<file path="src/hdl/idct_pkg.sv">
package idct_pkg;

	localparam int BLOCK_DIM = 8;
	localparam int BLOCK_SIZE = 64;
	localparam int ADDR_WIDTH = 6;
	localparam int COEF_WIDTH = 16;
	localparam int T_WIDTH = 24;
	localparam int ACC_WIDTH = 32;
	localparam int ROW_SHIFT = 8;
	localparam int COL_SHIFT = 16;
	localparam logic [7:0] PIXEL_MAX = 8'd255;

	// c(k)*cos((2n+1)k*pi/16) in Q12, indexed [k][n]
	localparam logic signed [COEF_WIDTH-1:0] DCT_MATRIX [BLOCK_DIM][BLOCK_DIM] = '{
		'{16'sd1448, 16'sd1448, 16'sd1448, 16'sd1448,
			16'sd1448, 16'sd1448, 16'sd1448, 16'sd1448},
		'{16'sd2009, 16'sd1703, 16'sd1138, 16'sd400,
			-16'sd400, -16'sd1138, -16'sd1703, -16'sd2009},
		'{16'sd1892, 16'sd784, -16'sd784, -16'sd1892,
			-16'sd1892, -16'sd784, 16'sd784, 16'sd1892},
		'{16'sd1703, -16'sd400, -16'sd2009, -16'sd1138,
			16'sd1138, 16'sd2009, 16'sd400, -16'sd1703},
		'{16'sd1448, -16'sd1448, -16'sd1448, 16'sd1448,
			16'sd1448, -16'sd1448, -16'sd1448, 16'sd1448},
		'{16'sd1138, -16'sd2009, 16'sd400, 16'sd1703,
			-16'sd1703, -16'sd400, 16'sd2009, -16'sd1138},
		'{16'sd784, -16'sd1892, 16'sd1892, -16'sd784,
			-16'sd784, 16'sd1892, -16'sd1892, 16'sd784},
		'{16'sd400, -16'sd1138, 16'sd1703, -16'sd2009,
			16'sd2009, -16'sd1703, 16'sd1138, -16'sd400}
	};

	typedef enum logic [1:0] {
		PASS_IDLE,
		PASS_ROW,
		PASS_DRAIN,
		PASS_COL
	} pass_e;

	// Host write port into the coefficient store
	typedef struct packed {
		logic we;
		logic [ADDR_WIDTH-1:0] addr;
		logic signed [COEF_WIDTH-1:0] data;
	} coef_wr_t;

	typedef struct packed {
		logic [ADDR_WIDTH-1:0] addr;
	} ram_rd_t;

	// One multiply-accumulate step
	typedef struct packed {
		logic valid;
		pass_e pass;
		logic first;
		logic last;
		logic [2:0] k;
		logic [ADDR_WIDTH-1:0] out_index;
	} mac_ctl_t;

	typedef struct packed {
		logic valid;
		logic [ADDR_WIDTH-1:0] index;
		logic [7:0] value;
	} pixel_t;

endpackage

</file>
<file path="src/hdl/idct_dual_port_ram.sv">
`timescale 1ns/1ps

module idct_dual_port_ram #(
	parameter int WIDTH = 16
) (
	input logic Clock,
	input logic wr_en,
	input logic [idct_pkg::ADDR_WIDTH-1:0] wr_addr,
	input logic [WIDTH-1:0] wr_data,
	input idct_pkg::ram_rd_t rd,
	output logic [WIDTH-1:0] rd_data
);

	logic [WIDTH-1:0] mem [idct_pkg::BLOCK_SIZE];

	always_ff @(posedge Clock) begin
		if (wr_en) begin
			mem[wr_addr] <= wr_data;
		end
	end

	// Registered read, data one cycle after the address
	always_ff @(posedge Clock) begin
		rd_data <= mem[rd.addr];
	end

	// Read and write addresses come from different blocks and must never meet
	assert property (@(posedge Clock) !(wr_en && (wr_addr == rd.addr)))
		else $error("RAM read and write of address %0d in the same cycle", wr_addr);

endmodule

</file>
<file path="src/hdl/idct_mac.sv">
`timescale 1ns/1ps

module idct_mac (
	input logic Clock,
	input logic Resetn,
	input idct_pkg::mac_ctl_t mac_ctl,
	input logic signed [idct_pkg::COEF_WIDTH-1:0] coef_data,
	input logic signed [idct_pkg::T_WIDTH-1:0] t_data,
	output logic t_wr_en,
	output logic [idct_pkg::ADDR_WIDTH-1:0] t_wr_addr,
	output logic signed [idct_pkg::T_WIDTH-1:0] t_wr_data,
	output idct_pkg::pixel_t pixel
);

	logic row_pass;
	logic [2:0] cos_col;
	logic signed [idct_pkg::COEF_WIDTH-1:0] cos_val;
	logic signed [idct_pkg::ACC_WIDTH-1:0] operand;
	logic signed [idct_pkg::ACC_WIDTH-1:0] product;
	logic signed [idct_pkg::ACC_WIDTH-1:0] acc;
	logic signed [idct_pkg::ACC_WIDTH-1:0] acc_sum;
	logic signed [idct_pkg::ACC_WIDTH-1:0] row_scaled;
	logic signed [idct_pkg::ACC_WIDTH-1:0] col_scaled;
	logic [7:0] pixel_clip;
	logic pix_valid;
	logic [idct_pkg::ADDR_WIDTH-1:0] pix_index;
	logic [7:0] pix_value;

	assign row_pass = (mac_ctl.pass == idct_pkg::PASS_ROW);

	// Row pass walks n by column, column pass walks it by row
	assign cos_col = row_pass ? mac_ctl.out_index[2:0] : mac_ctl.out_index[5:3];
	assign cos_val = idct_pkg::DCT_MATRIX[mac_ctl.k][cos_col];

	assign operand = row_pass ?
		{{(idct_pkg::ACC_WIDTH-idct_pkg::COEF_WIDTH){coef_data[idct_pkg::COEF_WIDTH-1]}},
			coef_data} :
		{{(idct_pkg::ACC_WIDTH-idct_pkg::T_WIDTH){t_data[idct_pkg::T_WIDTH-1]}}, t_data};

	assign product = operand * cos_val;
	assign acc_sum = (mac_ctl.first ? '0 : acc) + product; // Restart on first
	assign row_scaled = acc_sum >>> idct_pkg::ROW_SHIFT;
	assign col_scaled = acc_sum >>> idct_pkg::COL_SHIFT;

	always_comb begin
		if (acc_sum[idct_pkg::ACC_WIDTH-1]) begin
			pixel_clip = 8'd0;
		end else if (|acc_sum[idct_pkg::ACC_WIDTH-2:idct_pkg::T_WIDTH]) begin
			pixel_clip = idct_pkg::PIXEL_MAX; // Overflow past bit 23
		end else begin
			pixel_clip = col_scaled[7:0];
		end
	end

	always_ff @(posedge Clock or negedge Resetn) begin
		if (!Resetn) begin
			t_wr_en <= 1'b0;
			pix_valid <= 1'b0;
		end else begin
			t_wr_en <= mac_ctl.valid && mac_ctl.last && row_pass;
			pix_valid <= mac_ctl.valid && mac_ctl.last && !row_pass;
		end
	end

	always_ff @(posedge Clock) begin
		if (mac_ctl.valid) begin
			acc <= acc_sum;
		end
		if (mac_ctl.valid && mac_ctl.last) begin
			t_wr_addr <= mac_ctl.out_index;
			t_wr_data <= row_scaled[idct_pkg::T_WIDTH-1:0];
			pix_index <= mac_ctl.out_index;
			pix_value <= pixel_clip;
		end
	end

	assign pixel = '{valid: pix_valid, index: pix_index, value: pix_value};

	assert property (@(posedge Clock) disable iff (!Resetn) !(t_wr_en && pixel.valid))
		else $error("T write and pixel strobe in the same cycle");

endmodule

</file>
<file path="src/hdl/idct_sequencer.sv">
`timescale 1ns/1ps

module idct_sequencer (
	input logic Clock,
	input logic Resetn,
	input logic start,
	input idct_pkg::coef_wr_t coef_wr,
	output logic coef_wr_en,
	output logic [idct_pkg::ADDR_WIDTH-1:0] coef_wr_addr,
	output idct_pkg::ram_rd_t coef_rd,
	output idct_pkg::ram_rd_t t_rd,
	output idct_pkg::mac_ctl_t mac_ctl,
	output logic busy,
	output logic done
);

	idct_pkg::pass_e state;
	logic [idct_pkg::ADDR_WIDTH-1:0] out_idx;
	logic [2:0] k;
	logic [1:0] drain_cnt;
	logic issue;
	logic step_end;
	logic block_end;
	idct_pkg::mac_ctl_t mac_ctl_d;

	// Column pass stops issuing once its tail count starts
	assign issue = (state == idct_pkg::PASS_ROW) ||
		((state == idct_pkg::PASS_COL) && (drain_cnt == 2'd0));
	assign step_end = &k;
	assign block_end = step_end && (&out_idx);

	assign busy = (state != idct_pkg::PASS_IDLE);

	// Host writes only land while idle
	assign coef_wr_en = coef_wr.we && (state == idct_pkg::PASS_IDLE);
	assign coef_wr_addr = coef_wr.addr;

	// Idle read parks away from the host write address
	assign coef_rd.addr = (state == idct_pkg::PASS_IDLE) ? ~coef_wr.addr : {out_idx[5:3], k};

	// During the row pass this stays one index ahead of the T write
	assign t_rd.addr = (state == idct_pkg::PASS_ROW) ? out_idx : {k, out_idx[2:0]};

	always_comb begin
		mac_ctl_d.valid = issue;
		mac_ctl_d.pass = state;
		mac_ctl_d.first = (k == 3'd0);
		mac_ctl_d.last = step_end;
		mac_ctl_d.k = k;
		mac_ctl_d.out_index = out_idx;
	end

	always_ff @(posedge Clock or negedge Resetn) begin
		if (!Resetn) begin
			state <= idct_pkg::PASS_IDLE;
			out_idx <= '0;
			k <= 3'd0;
			drain_cnt <= 2'd0;
			done <= 1'b0;
			mac_ctl <= '0;
		end else begin
			mac_ctl <= mac_ctl_d; // Lines up with RAM read data
			done <= 1'b0;

			if (issue) begin
				k <= k + 3'd1;
				if (step_end) begin
					out_idx <= out_idx + 1'b1;
				end
			end

			case (state)
				idct_pkg::PASS_IDLE: begin
					if (start) begin
						state <= idct_pkg::PASS_ROW;
					end
				end
				idct_pkg::PASS_ROW: begin
					if (block_end) begin
						state <= idct_pkg::PASS_DRAIN;
					end
				end
				idct_pkg::PASS_DRAIN: begin
					// Two cycles so the last T write lands first
					drain_cnt <= drain_cnt + 2'd1;
					if (drain_cnt == 2'd1) begin
						drain_cnt <= 2'd0;
						state <= idct_pkg::PASS_COL;
					end
				end
				idct_pkg::PASS_COL: begin
					if ((drain_cnt != 2'd0) || block_end) begin
						drain_cnt <= drain_cnt + 2'd1;
					end
					if (drain_cnt == 2'd2) begin // Last pixel is out
						drain_cnt <= 2'd0;
						state <= idct_pkg::PASS_IDLE;
						done <= 1'b1;
					end
				end
				default: state <= idct_pkg::PASS_IDLE;
			endcase
		end
	end

	assert property (@(posedge Clock) disable iff (!Resetn)
		done |-> ($past(state) == idct_pkg::PASS_COL) && (state == idct_pkg::PASS_IDLE))
		else $error("done raised outside the end of the column pass");

	// Back to back steps count k up, and a restart only follows a last step
	assert property (@(posedge Clock) disable iff (!Resetn)
		(mac_ctl.valid && $past(mac_ctl.valid)) |->
			(mac_ctl.first ? $past(mac_ctl.last) : (mac_ctl.k == $past(mac_ctl.k) + 3'd1)))
		else $error("k stepped out of order or wrapped without a last step");

endmodule

</file>
<file path="src/hdl/idct_top.sv">
`timescale 1ns/1ps

module idct_top (
	input logic Clock,
	input logic Resetn,
	input logic start,
	input idct_pkg::coef_wr_t coef_wr,
	output idct_pkg::pixel_t pixel,
	output logic busy,
	output logic done
);

	logic coef_wr_en;
	logic [idct_pkg::ADDR_WIDTH-1:0] coef_wr_addr;
	idct_pkg::ram_rd_t coef_rd;
	idct_pkg::ram_rd_t t_rd;
	idct_pkg::mac_ctl_t mac_ctl;
	logic signed [idct_pkg::COEF_WIDTH-1:0] coef_data;
	logic signed [idct_pkg::T_WIDTH-1:0] t_data;
	logic t_wr_en;
	logic [idct_pkg::ADDR_WIDTH-1:0] t_wr_addr;
	logic signed [idct_pkg::T_WIDTH-1:0] t_wr_data;

	idct_sequencer i_sequencer (
		.Clock(Clock),
		.Resetn(Resetn),
		.start(start),
		.coef_wr(coef_wr),
		.coef_wr_en(coef_wr_en),
		.coef_wr_addr(coef_wr_addr),
		.coef_rd(coef_rd),
		.t_rd(t_rd),
		.mac_ctl(mac_ctl),
		.busy(busy),
		.done(done)
	);

	// Coefficient store
	idct_dual_port_ram #(.WIDTH(idct_pkg::COEF_WIDTH)) i_coef_ram (
		.Clock(Clock),
		.wr_en(coef_wr_en),
		.wr_addr(coef_wr_addr),
		.wr_data(coef_wr.data),
		.rd(coef_rd),
		.rd_data(coef_data)
	);

	// Row pass results
	idct_dual_port_ram #(.WIDTH(idct_pkg::T_WIDTH)) i_t_ram (
		.Clock(Clock),
		.wr_en(t_wr_en),
		.wr_addr(t_wr_addr),
		.wr_data(t_wr_data),
		.rd(t_rd),
		.rd_data(t_data)
	);

	idct_mac i_mac (
		.Clock(Clock),
		.Resetn(Resetn),
		.mac_ctl(mac_ctl),
		.coef_data(coef_data),
		.t_data(t_data),
		.t_wr_en(t_wr_en),
		.t_wr_addr(t_wr_addr),
		.t_wr_data(t_wr_data),
		.pixel(pixel)
	);

endmodule

</file>
<file path="config.mk">
export PLATFORM = sky130hd
export DESIGN_NAME = idct_top
export DESIGN_NICKNAME = d
export VERILOG_FILES = /design/src/hdl/idct_pkg.sv /design/src/hdl/idct_dual_port_ram.sv /design/src/hdl/idct_mac.sv /design/src/hdl/idct_sequencer.sv /design/src/hdl/idct_top.sv
export SDC_FILE = /design/constraint.sdc
export NUM_CORES = 2
export LEC_CHECK = 0
export CAP_MARGIN = 20
export CORE_MARGIN = 8
export CORE_UTILIZATION = 53
export CTS_CLUSTER_DIAMETER = 50
export DETAILED_ROUTE_END_ITERATION = 16
export DONT_BUFFER_PORTS = 1
export PLACE_DENSITY = 0.82
export SYNTH_ARGS = -nofsm -noshare
export SYNTH_HDL_FRONTEND = slang
export SYNTH_SLANG_ARGS = --single-unit
</file>
<file path="constraint.sdc">
create_clock -name Clock -period 8.2 [get_ports Clock]
set_input_delay 0 -clock Clock [delete_from_list [all_inputs] [get_ports Clock]]
set_output_delay 0 -clock Clock [all_outputs]
set_load 0.05 [all_outputs]
</file>
==> run_summary.xml <==
<?xml version="1.0" encoding="UTF-8"?>
<metrics>
  <group name="clock_tree">
    <metric name="clkSinkCount" unit="">2700</metric>
    <metric name="cts_max_level" unit="">5</metric>
    <metric name="cts-buffers-inserted" unit="">297</metric>
    <metric name="cts_tree" unit="">built</metric>
    <metric name="clock_tree.root_cell" unit="">sky130_fd_sc_hd__clkbuf_16</metric>
    <metric name="worstSkewPairLatency" unit="ns">0.98</metric>
    <metric name="clkSlewWorstSetupHoldPaths" unit="ns">0.07</metric>
    <metric name="cts_max_path_buffers" unit="">4</metric>
  </group>
  <group name="worst_setup_path">
    <metric name="cp.arrival" unit="ns">8.73</metric>
    <metric name="worst-endpoint-required" unit="ns">8.81</metric>
    <metric name="cp_max_fo" unit="">8</metric>
    <metric name="worst_setup_path_start_kind" unit="">flop</metric>
    <metric name="critical_path.slowest_cell" unit="">sky130_fd_sc_hd__fa_1</metric>
    <metric name="critPathMostFrequentCell" unit="">sky130_fd_sc_hd__fa_1</metric>
    <metric name="critPathCaptureType" unit="">flop</metric>
    <metric name="timing_worst_setup_path_type" unit="">flop to flop</metric>
    <metric name="worst_path_largest_cell_delay" unit="ns">0.58</metric>
  </group>
  <group name="place">
    <metric name="post-place-cells" unit="">10300</metric>
    <metric name="final_weighted_congestion_in_routability_driven_placement" unit="">0.920</metric>
    <metric name="sum_of_net_half_perimeters_after_detailed_placement" unit="um">173000</metric>
    <metric name="portBuffers" unit="">0</metric>
  </group>
  <group name="routing">
    <metric name="avgRoutedWirePerCell" unit="um">29.7</metric>
    <metric name="num_vias" unit="">70500</metric>
    <metric name="routed_via_density" unit="">6.44</metric>
    <metric name="drt_pass_1_iters" unit="">7</metric>
    <metric name="detail_route.iter0.violations" unit="">10800</metric>
    <metric name="remaining_drc_errors" unit="">0</metric>
    <metric name="antenna_left" unit="">0</metric>
    <metric name="routed_wl" unit="um">325000</metric>
  </group>
  <group name="synthesis">
    <metric name="synth_nets" unit="">7866</metric>
    <metric name="yosys.cell_types.count" unit="">79</metric>
    <metric name="synth_cells" unit="">7392</metric>
    <metric name="post_synth_xor_area_fraction" unit="">0.00464</metric>
    <metric name="netlist.area_leader.share" unit="">0.672</metric>
    <metric name="synthSimpleGateAreaFrac" unit="">0.0786</metric>
    <metric name="yosys.area_share.adder" unit="">0.0685</metric>
    <metric name="synth_top_cell_by_area" unit="">sky130_fd_sc_hd__edfxtp_1</metric>
    <metric name="seq_area_frac_synth" unit="">0.686</metric>
    <metric name="netlist_area" unit="um2">117000</metric>
    <metric name="dominantRegCellSynth" unit="">sky130_fd_sc_hd__edfxtp_1</metric>
    <metric name="fraction_of_the_mapped_netlist_area_in_compound_gates" unit="">0.0408</metric>
    <metric name="syn-mean-instance-area" unit="um2">15.9</metric>
    <metric name="ys_async_sr_fraction" unit="">0.0111</metric>
    <metric name="synth-warning-count" unit="">0</metric>
    <metric name="synth-seq-cells" unit="">2700</metric>
    <metric name="largest_family_of_logic_cells_by_synthesized_area" unit="">multiplexers</metric>
    <metric name="synthTopCellsByArea" unit="">sky130_fd_sc_hd__edfxtp_1 (67%), sky130_fd_sc_hd__mux4_2 (9.3%), sky130_fd_sc_hd__fa_1 (5.5%)</metric>
    <metric name="synth_edf_count" unit="">2630</metric>
    <metric name="synth.area.mux_share" unit="">0.0956</metric>
  </group>
  <group name="die">
    <metric name="floorplan.die_area" unit="um2">237000</metric>
    <metric name="initial_utilization" unit="">0.531</metric>
    <metric name="die-width" unit="um">487</metric>
    <metric name="placeableCoreArea" unit="um2">221000</metric>
    <metric name="fp-row-count" unit="">173</metric>
    <metric name="die_y" unit="um">487</metric>
    <metric name="pin_count" unit="">43</metric>
  </group>
  <group name="cells_and_area">
    <metric name="ff_latch_area" unit="um2">80500</metric>
    <metric name="multi_input_area" unit="um2">34800</metric>
    <metric name="nNetsFinal" unit="">8210</metric>
    <metric name="layout.filler_cells" unit="">14900</metric>
    <metric name="finish.cell_count_without_fillers" unit="">10900</metric>
    <metric name="drive_gt1_frac" unit="">0.197</metric>
    <metric name="syn2layout_area_growth" unit="%">14.3</metric>
    <metric name="finalCoreUtilization" unit="">0.607</metric>
  </group>
  <group name="timing">
    <metric name="drv_slew" unit="">0</metric>
    <metric name="min_period" unit="ns">8.12</metric>
    <metric name="setup-tns-final" unit="ns">0</metric>
    <metric name="report.final.setup_viol" unit="">0</metric>
    <metric name="rsz0062_at_grt" unit="">yes</metric>
    <metric name="worst_slew_margin_rel" unit="">0.124</metric>
    <metric name="slew_at_the_pin_with_the_worst_max_slew_slack" unit="ns">1.31</metric>
    <metric name="timing_hold_violations_final" unit="">0</metric>
    <metric name="timing.clock.skew" unit="ns">0.113</metric>
    <metric name="period_share" unit="">0.990</metric>
    <metric name="fmax" unit="MHz">123</metric>
  </group>
  <group name="job">
    <metric name="max_cap_viol_count" unit="">0</metric>
  </group>
  <group name="global_routing">
    <metric name="gr-usage-all-layers" unit="">0.266</metric>
    <metric name="grt_overflow" unit="">0</metric>
    <metric name="first_pass_grt_wire_length" unit="um">469000</metric>
    <metric name="via_count_of_the_first_global_routing_pass" unit="">71500</metric>
    <metric name="largest_net_degree_at_the_start_of_global_routing" unit="">169</metric>
    <metric name="antenna_found_initial" unit="">25</metric>
  </group>
  <group name="min_path">
    <metric name="min_path_type" unit="">input port to flop</metric>
  </group>
  <group name="status">
    <metric name="status" unit="">finished, final reports clean</metric>
  </group>
</metrics>
stage by stage:
| stage | hold WS (ns) | area, um2 | setup slack [ns] |
|---|---|---|---|
| 2_1_floorplan | -0.296 | 117000 | 0.0241 |
| 6_report | 0.0754 | 134000 | 0.0813 |
| 4_1_cts | 0.00257 | 133000 | 0.00180 |
| 3_3_place_gp | -0.293 | 123000 | -0.0606 |
| 3_5_place_dp | -0.293 | 123000 | -0.175 |
| 5_1_grt | 0.0395 | 134000 | -0.149 |
critical path: cells and delay by family, from the launching register on:
kind	cells	cell delay [ns]
adders and majority gates	7	3.38
and+or+nand+nor	4	0.84
DFF	1	0.45
buffers and inverters	6	0.75
AOI/OAI and AO/OA	10	1.88
xor gates and xnor gates	1	0.16
muxes	1	0.38
state kept, by name, indices dropped and copies added (netlist names), 2 cells and up:
signal	cells
i_mac.pix_value	8
i_mac.t_wr_data	24
i_coef_ram.rd_data	16
i_coef_ram.mem	1024
i_mac.acc	32
i_mac.pix_index	6
i_sequencer.out_idx	6
i_sequencer.mac_ctl	14
i_t_ram.rd_data	24
i_t_ram.mem	1536
i_sequencer.k	3
i_sequencer.drain_cnt	2
i_sequencer.state	2
cells in the mapped netlist (6+ instances only):
cell,count
sky130_fd_sc_hd__edfxtp_1,2630
sky130_fd_sc_hd__nand2_1,1391
sky130_fd_sc_hd__mux4_2,483
sky130_fd_sc_hd__inv_1,389
sky130_fd_sc_hd__clkbuf_1,353
sky130_fd_sc_hd__fa_1,325
sky130_fd_sc_hd__nor2_1,281
sky130_fd_sc_hd__and3_1,196
sky130_fd_sc_hd__a31oi_1,162
sky130_fd_sc_hd__a211oi_1,151
sky130_fd_sc_hd__nand3_1,151
sky130_fd_sc_hd__a21oi_1,134
sky130_fd_sc_hd__a311oi_1,130
sky130_fd_sc_hd__ha_1,123
sky130_fd_sc_hd__buf_1,56
sky130_fd_sc_hd__nor2b_1,44
sky130_fd_sc_hd__dfxtp_1,40
sky130_fd_sc_hd__xnor2_1,36
sky130_fd_sc_hd__and2_1,33
sky130_fd_sc_hd__dfrtp_1,30
sky130_fd_sc_hd__o21ai_0,27
sky130_fd_sc_hd__a21o_1,23
sky130_fd_sc_hd__mux2i_1,23
sky130_fd_sc_hd__nor3_1,21
sky130_fd_sc_hd__xor2_1,16
sky130_fd_sc_hd__nand2b_1,13
sky130_fd_sc_hd__o211ai_1,9
sky130_fd_sc_hd__nand4_1,8
sky130_fd_sc_hd__buf_2,7
sky130_fd_sc_hd__mux2_2,6
sky130_fd_sc_hd__or2_2,6
sky130_fd_sc_hd__or3_1,6
final cells by class:
cell class,instances,share of cell area
flip-flops and latches,2700,0.600
multi-input cells,3881,0.259
clock buffers,360,0.0581
repair buffers,465,0.0335
well taps,2975,0.0277
inverters,391,0.0110
clock inverters,155,0.0104
diodes,19,0.000354
worst paths after layout:
path,from,slack (ns),end,depth (start not counted)
worst max-delay path,i_sequencer.mac_ctl[12]$_DFF_PN0_,0.08,i_mac.pix_value[1]$_SDFFCE_PP0P_,29
worst min-delay path,coef_wr[5],0.08,i_coef_ram.mem[54][5]$_DFFE_PP_,2
worst max register to register,i_sequencer.mac_ctl[12]$_DFF_PN0_,0.08,i_mac.pix_value[1]$_SDFFCE_PP0P_,29
worst min register to register,i_sequencer.state[1]$_DFFE_PN0P_,0.45,i_sequencer.mac_ctl[12]$_DFF_PN0_,0
max in group asynchronous,Resetn,7.70,i_sequencer.mac_ctl[11]$_DFF_PN0_,4
min in group asynchronous,Resetn,0.29,i_sequencer.out_idx[3]$_DFFE_PN0P_,4
logic make-up (layout without fill, tap and decap cells):
kind of cell	after synthesis	after routing
AO/OA/AOI/OAI	688	688
XOR/XNOR	56	57
adder cells (fa/ha/maj)	448	448
buffers and inverters	813	1371
flip-flops	2700	2700
multiplexers	515	515
other	0	19
AND/OR/NAND/NOR	2172	2173
layout by cell type, fill, tap and decap left out, drive strengths merged, types with 8 or more instances in the layout:
master       instances
nor2b               44
inv                413
a21oi              135
a21o                23
clkbuf             366
a311oi             130
nand2b              13
dfxtp               40
dfrtp               30
and2                34
mux4               483
o21ai               32
a211oi             152
nand3              151
buf                429
diode               19
ha                 123
fa                 325
xor2                16
o211ai               9
nor2               281
nand4                8
nor3                22
mux2i               25
bufinv              17
edfxtp            2630
clkinvlp            11
nand2             1393
and3               196
a31oi              162
dlygate4sd3         30
clkinv             105
xnor2               39
per-layer routing:
layer,wire [um],global-route usage,vias to the layer above
li1,-,-,28400
met4,19700,0.134,6
met5,34,0,-
met1,109000,0.336,35400
met2,158000,0.436,5468
met3,38700,0.0624,1172
timing repair:
item / CTS / global route
pin swaps: 7 / 66
setup endpoints to repair: 12 / 16
resized for setup: 21 / 157
hold buffers: 48 / 0
hold endpoints to repair: 2096 / 0
setup buffers: 2 / 41
cloned: 1 / 10
Power is not shown: default switching activity piles up to over one toggle a cycle in this logic, so the estimate is an artifact.
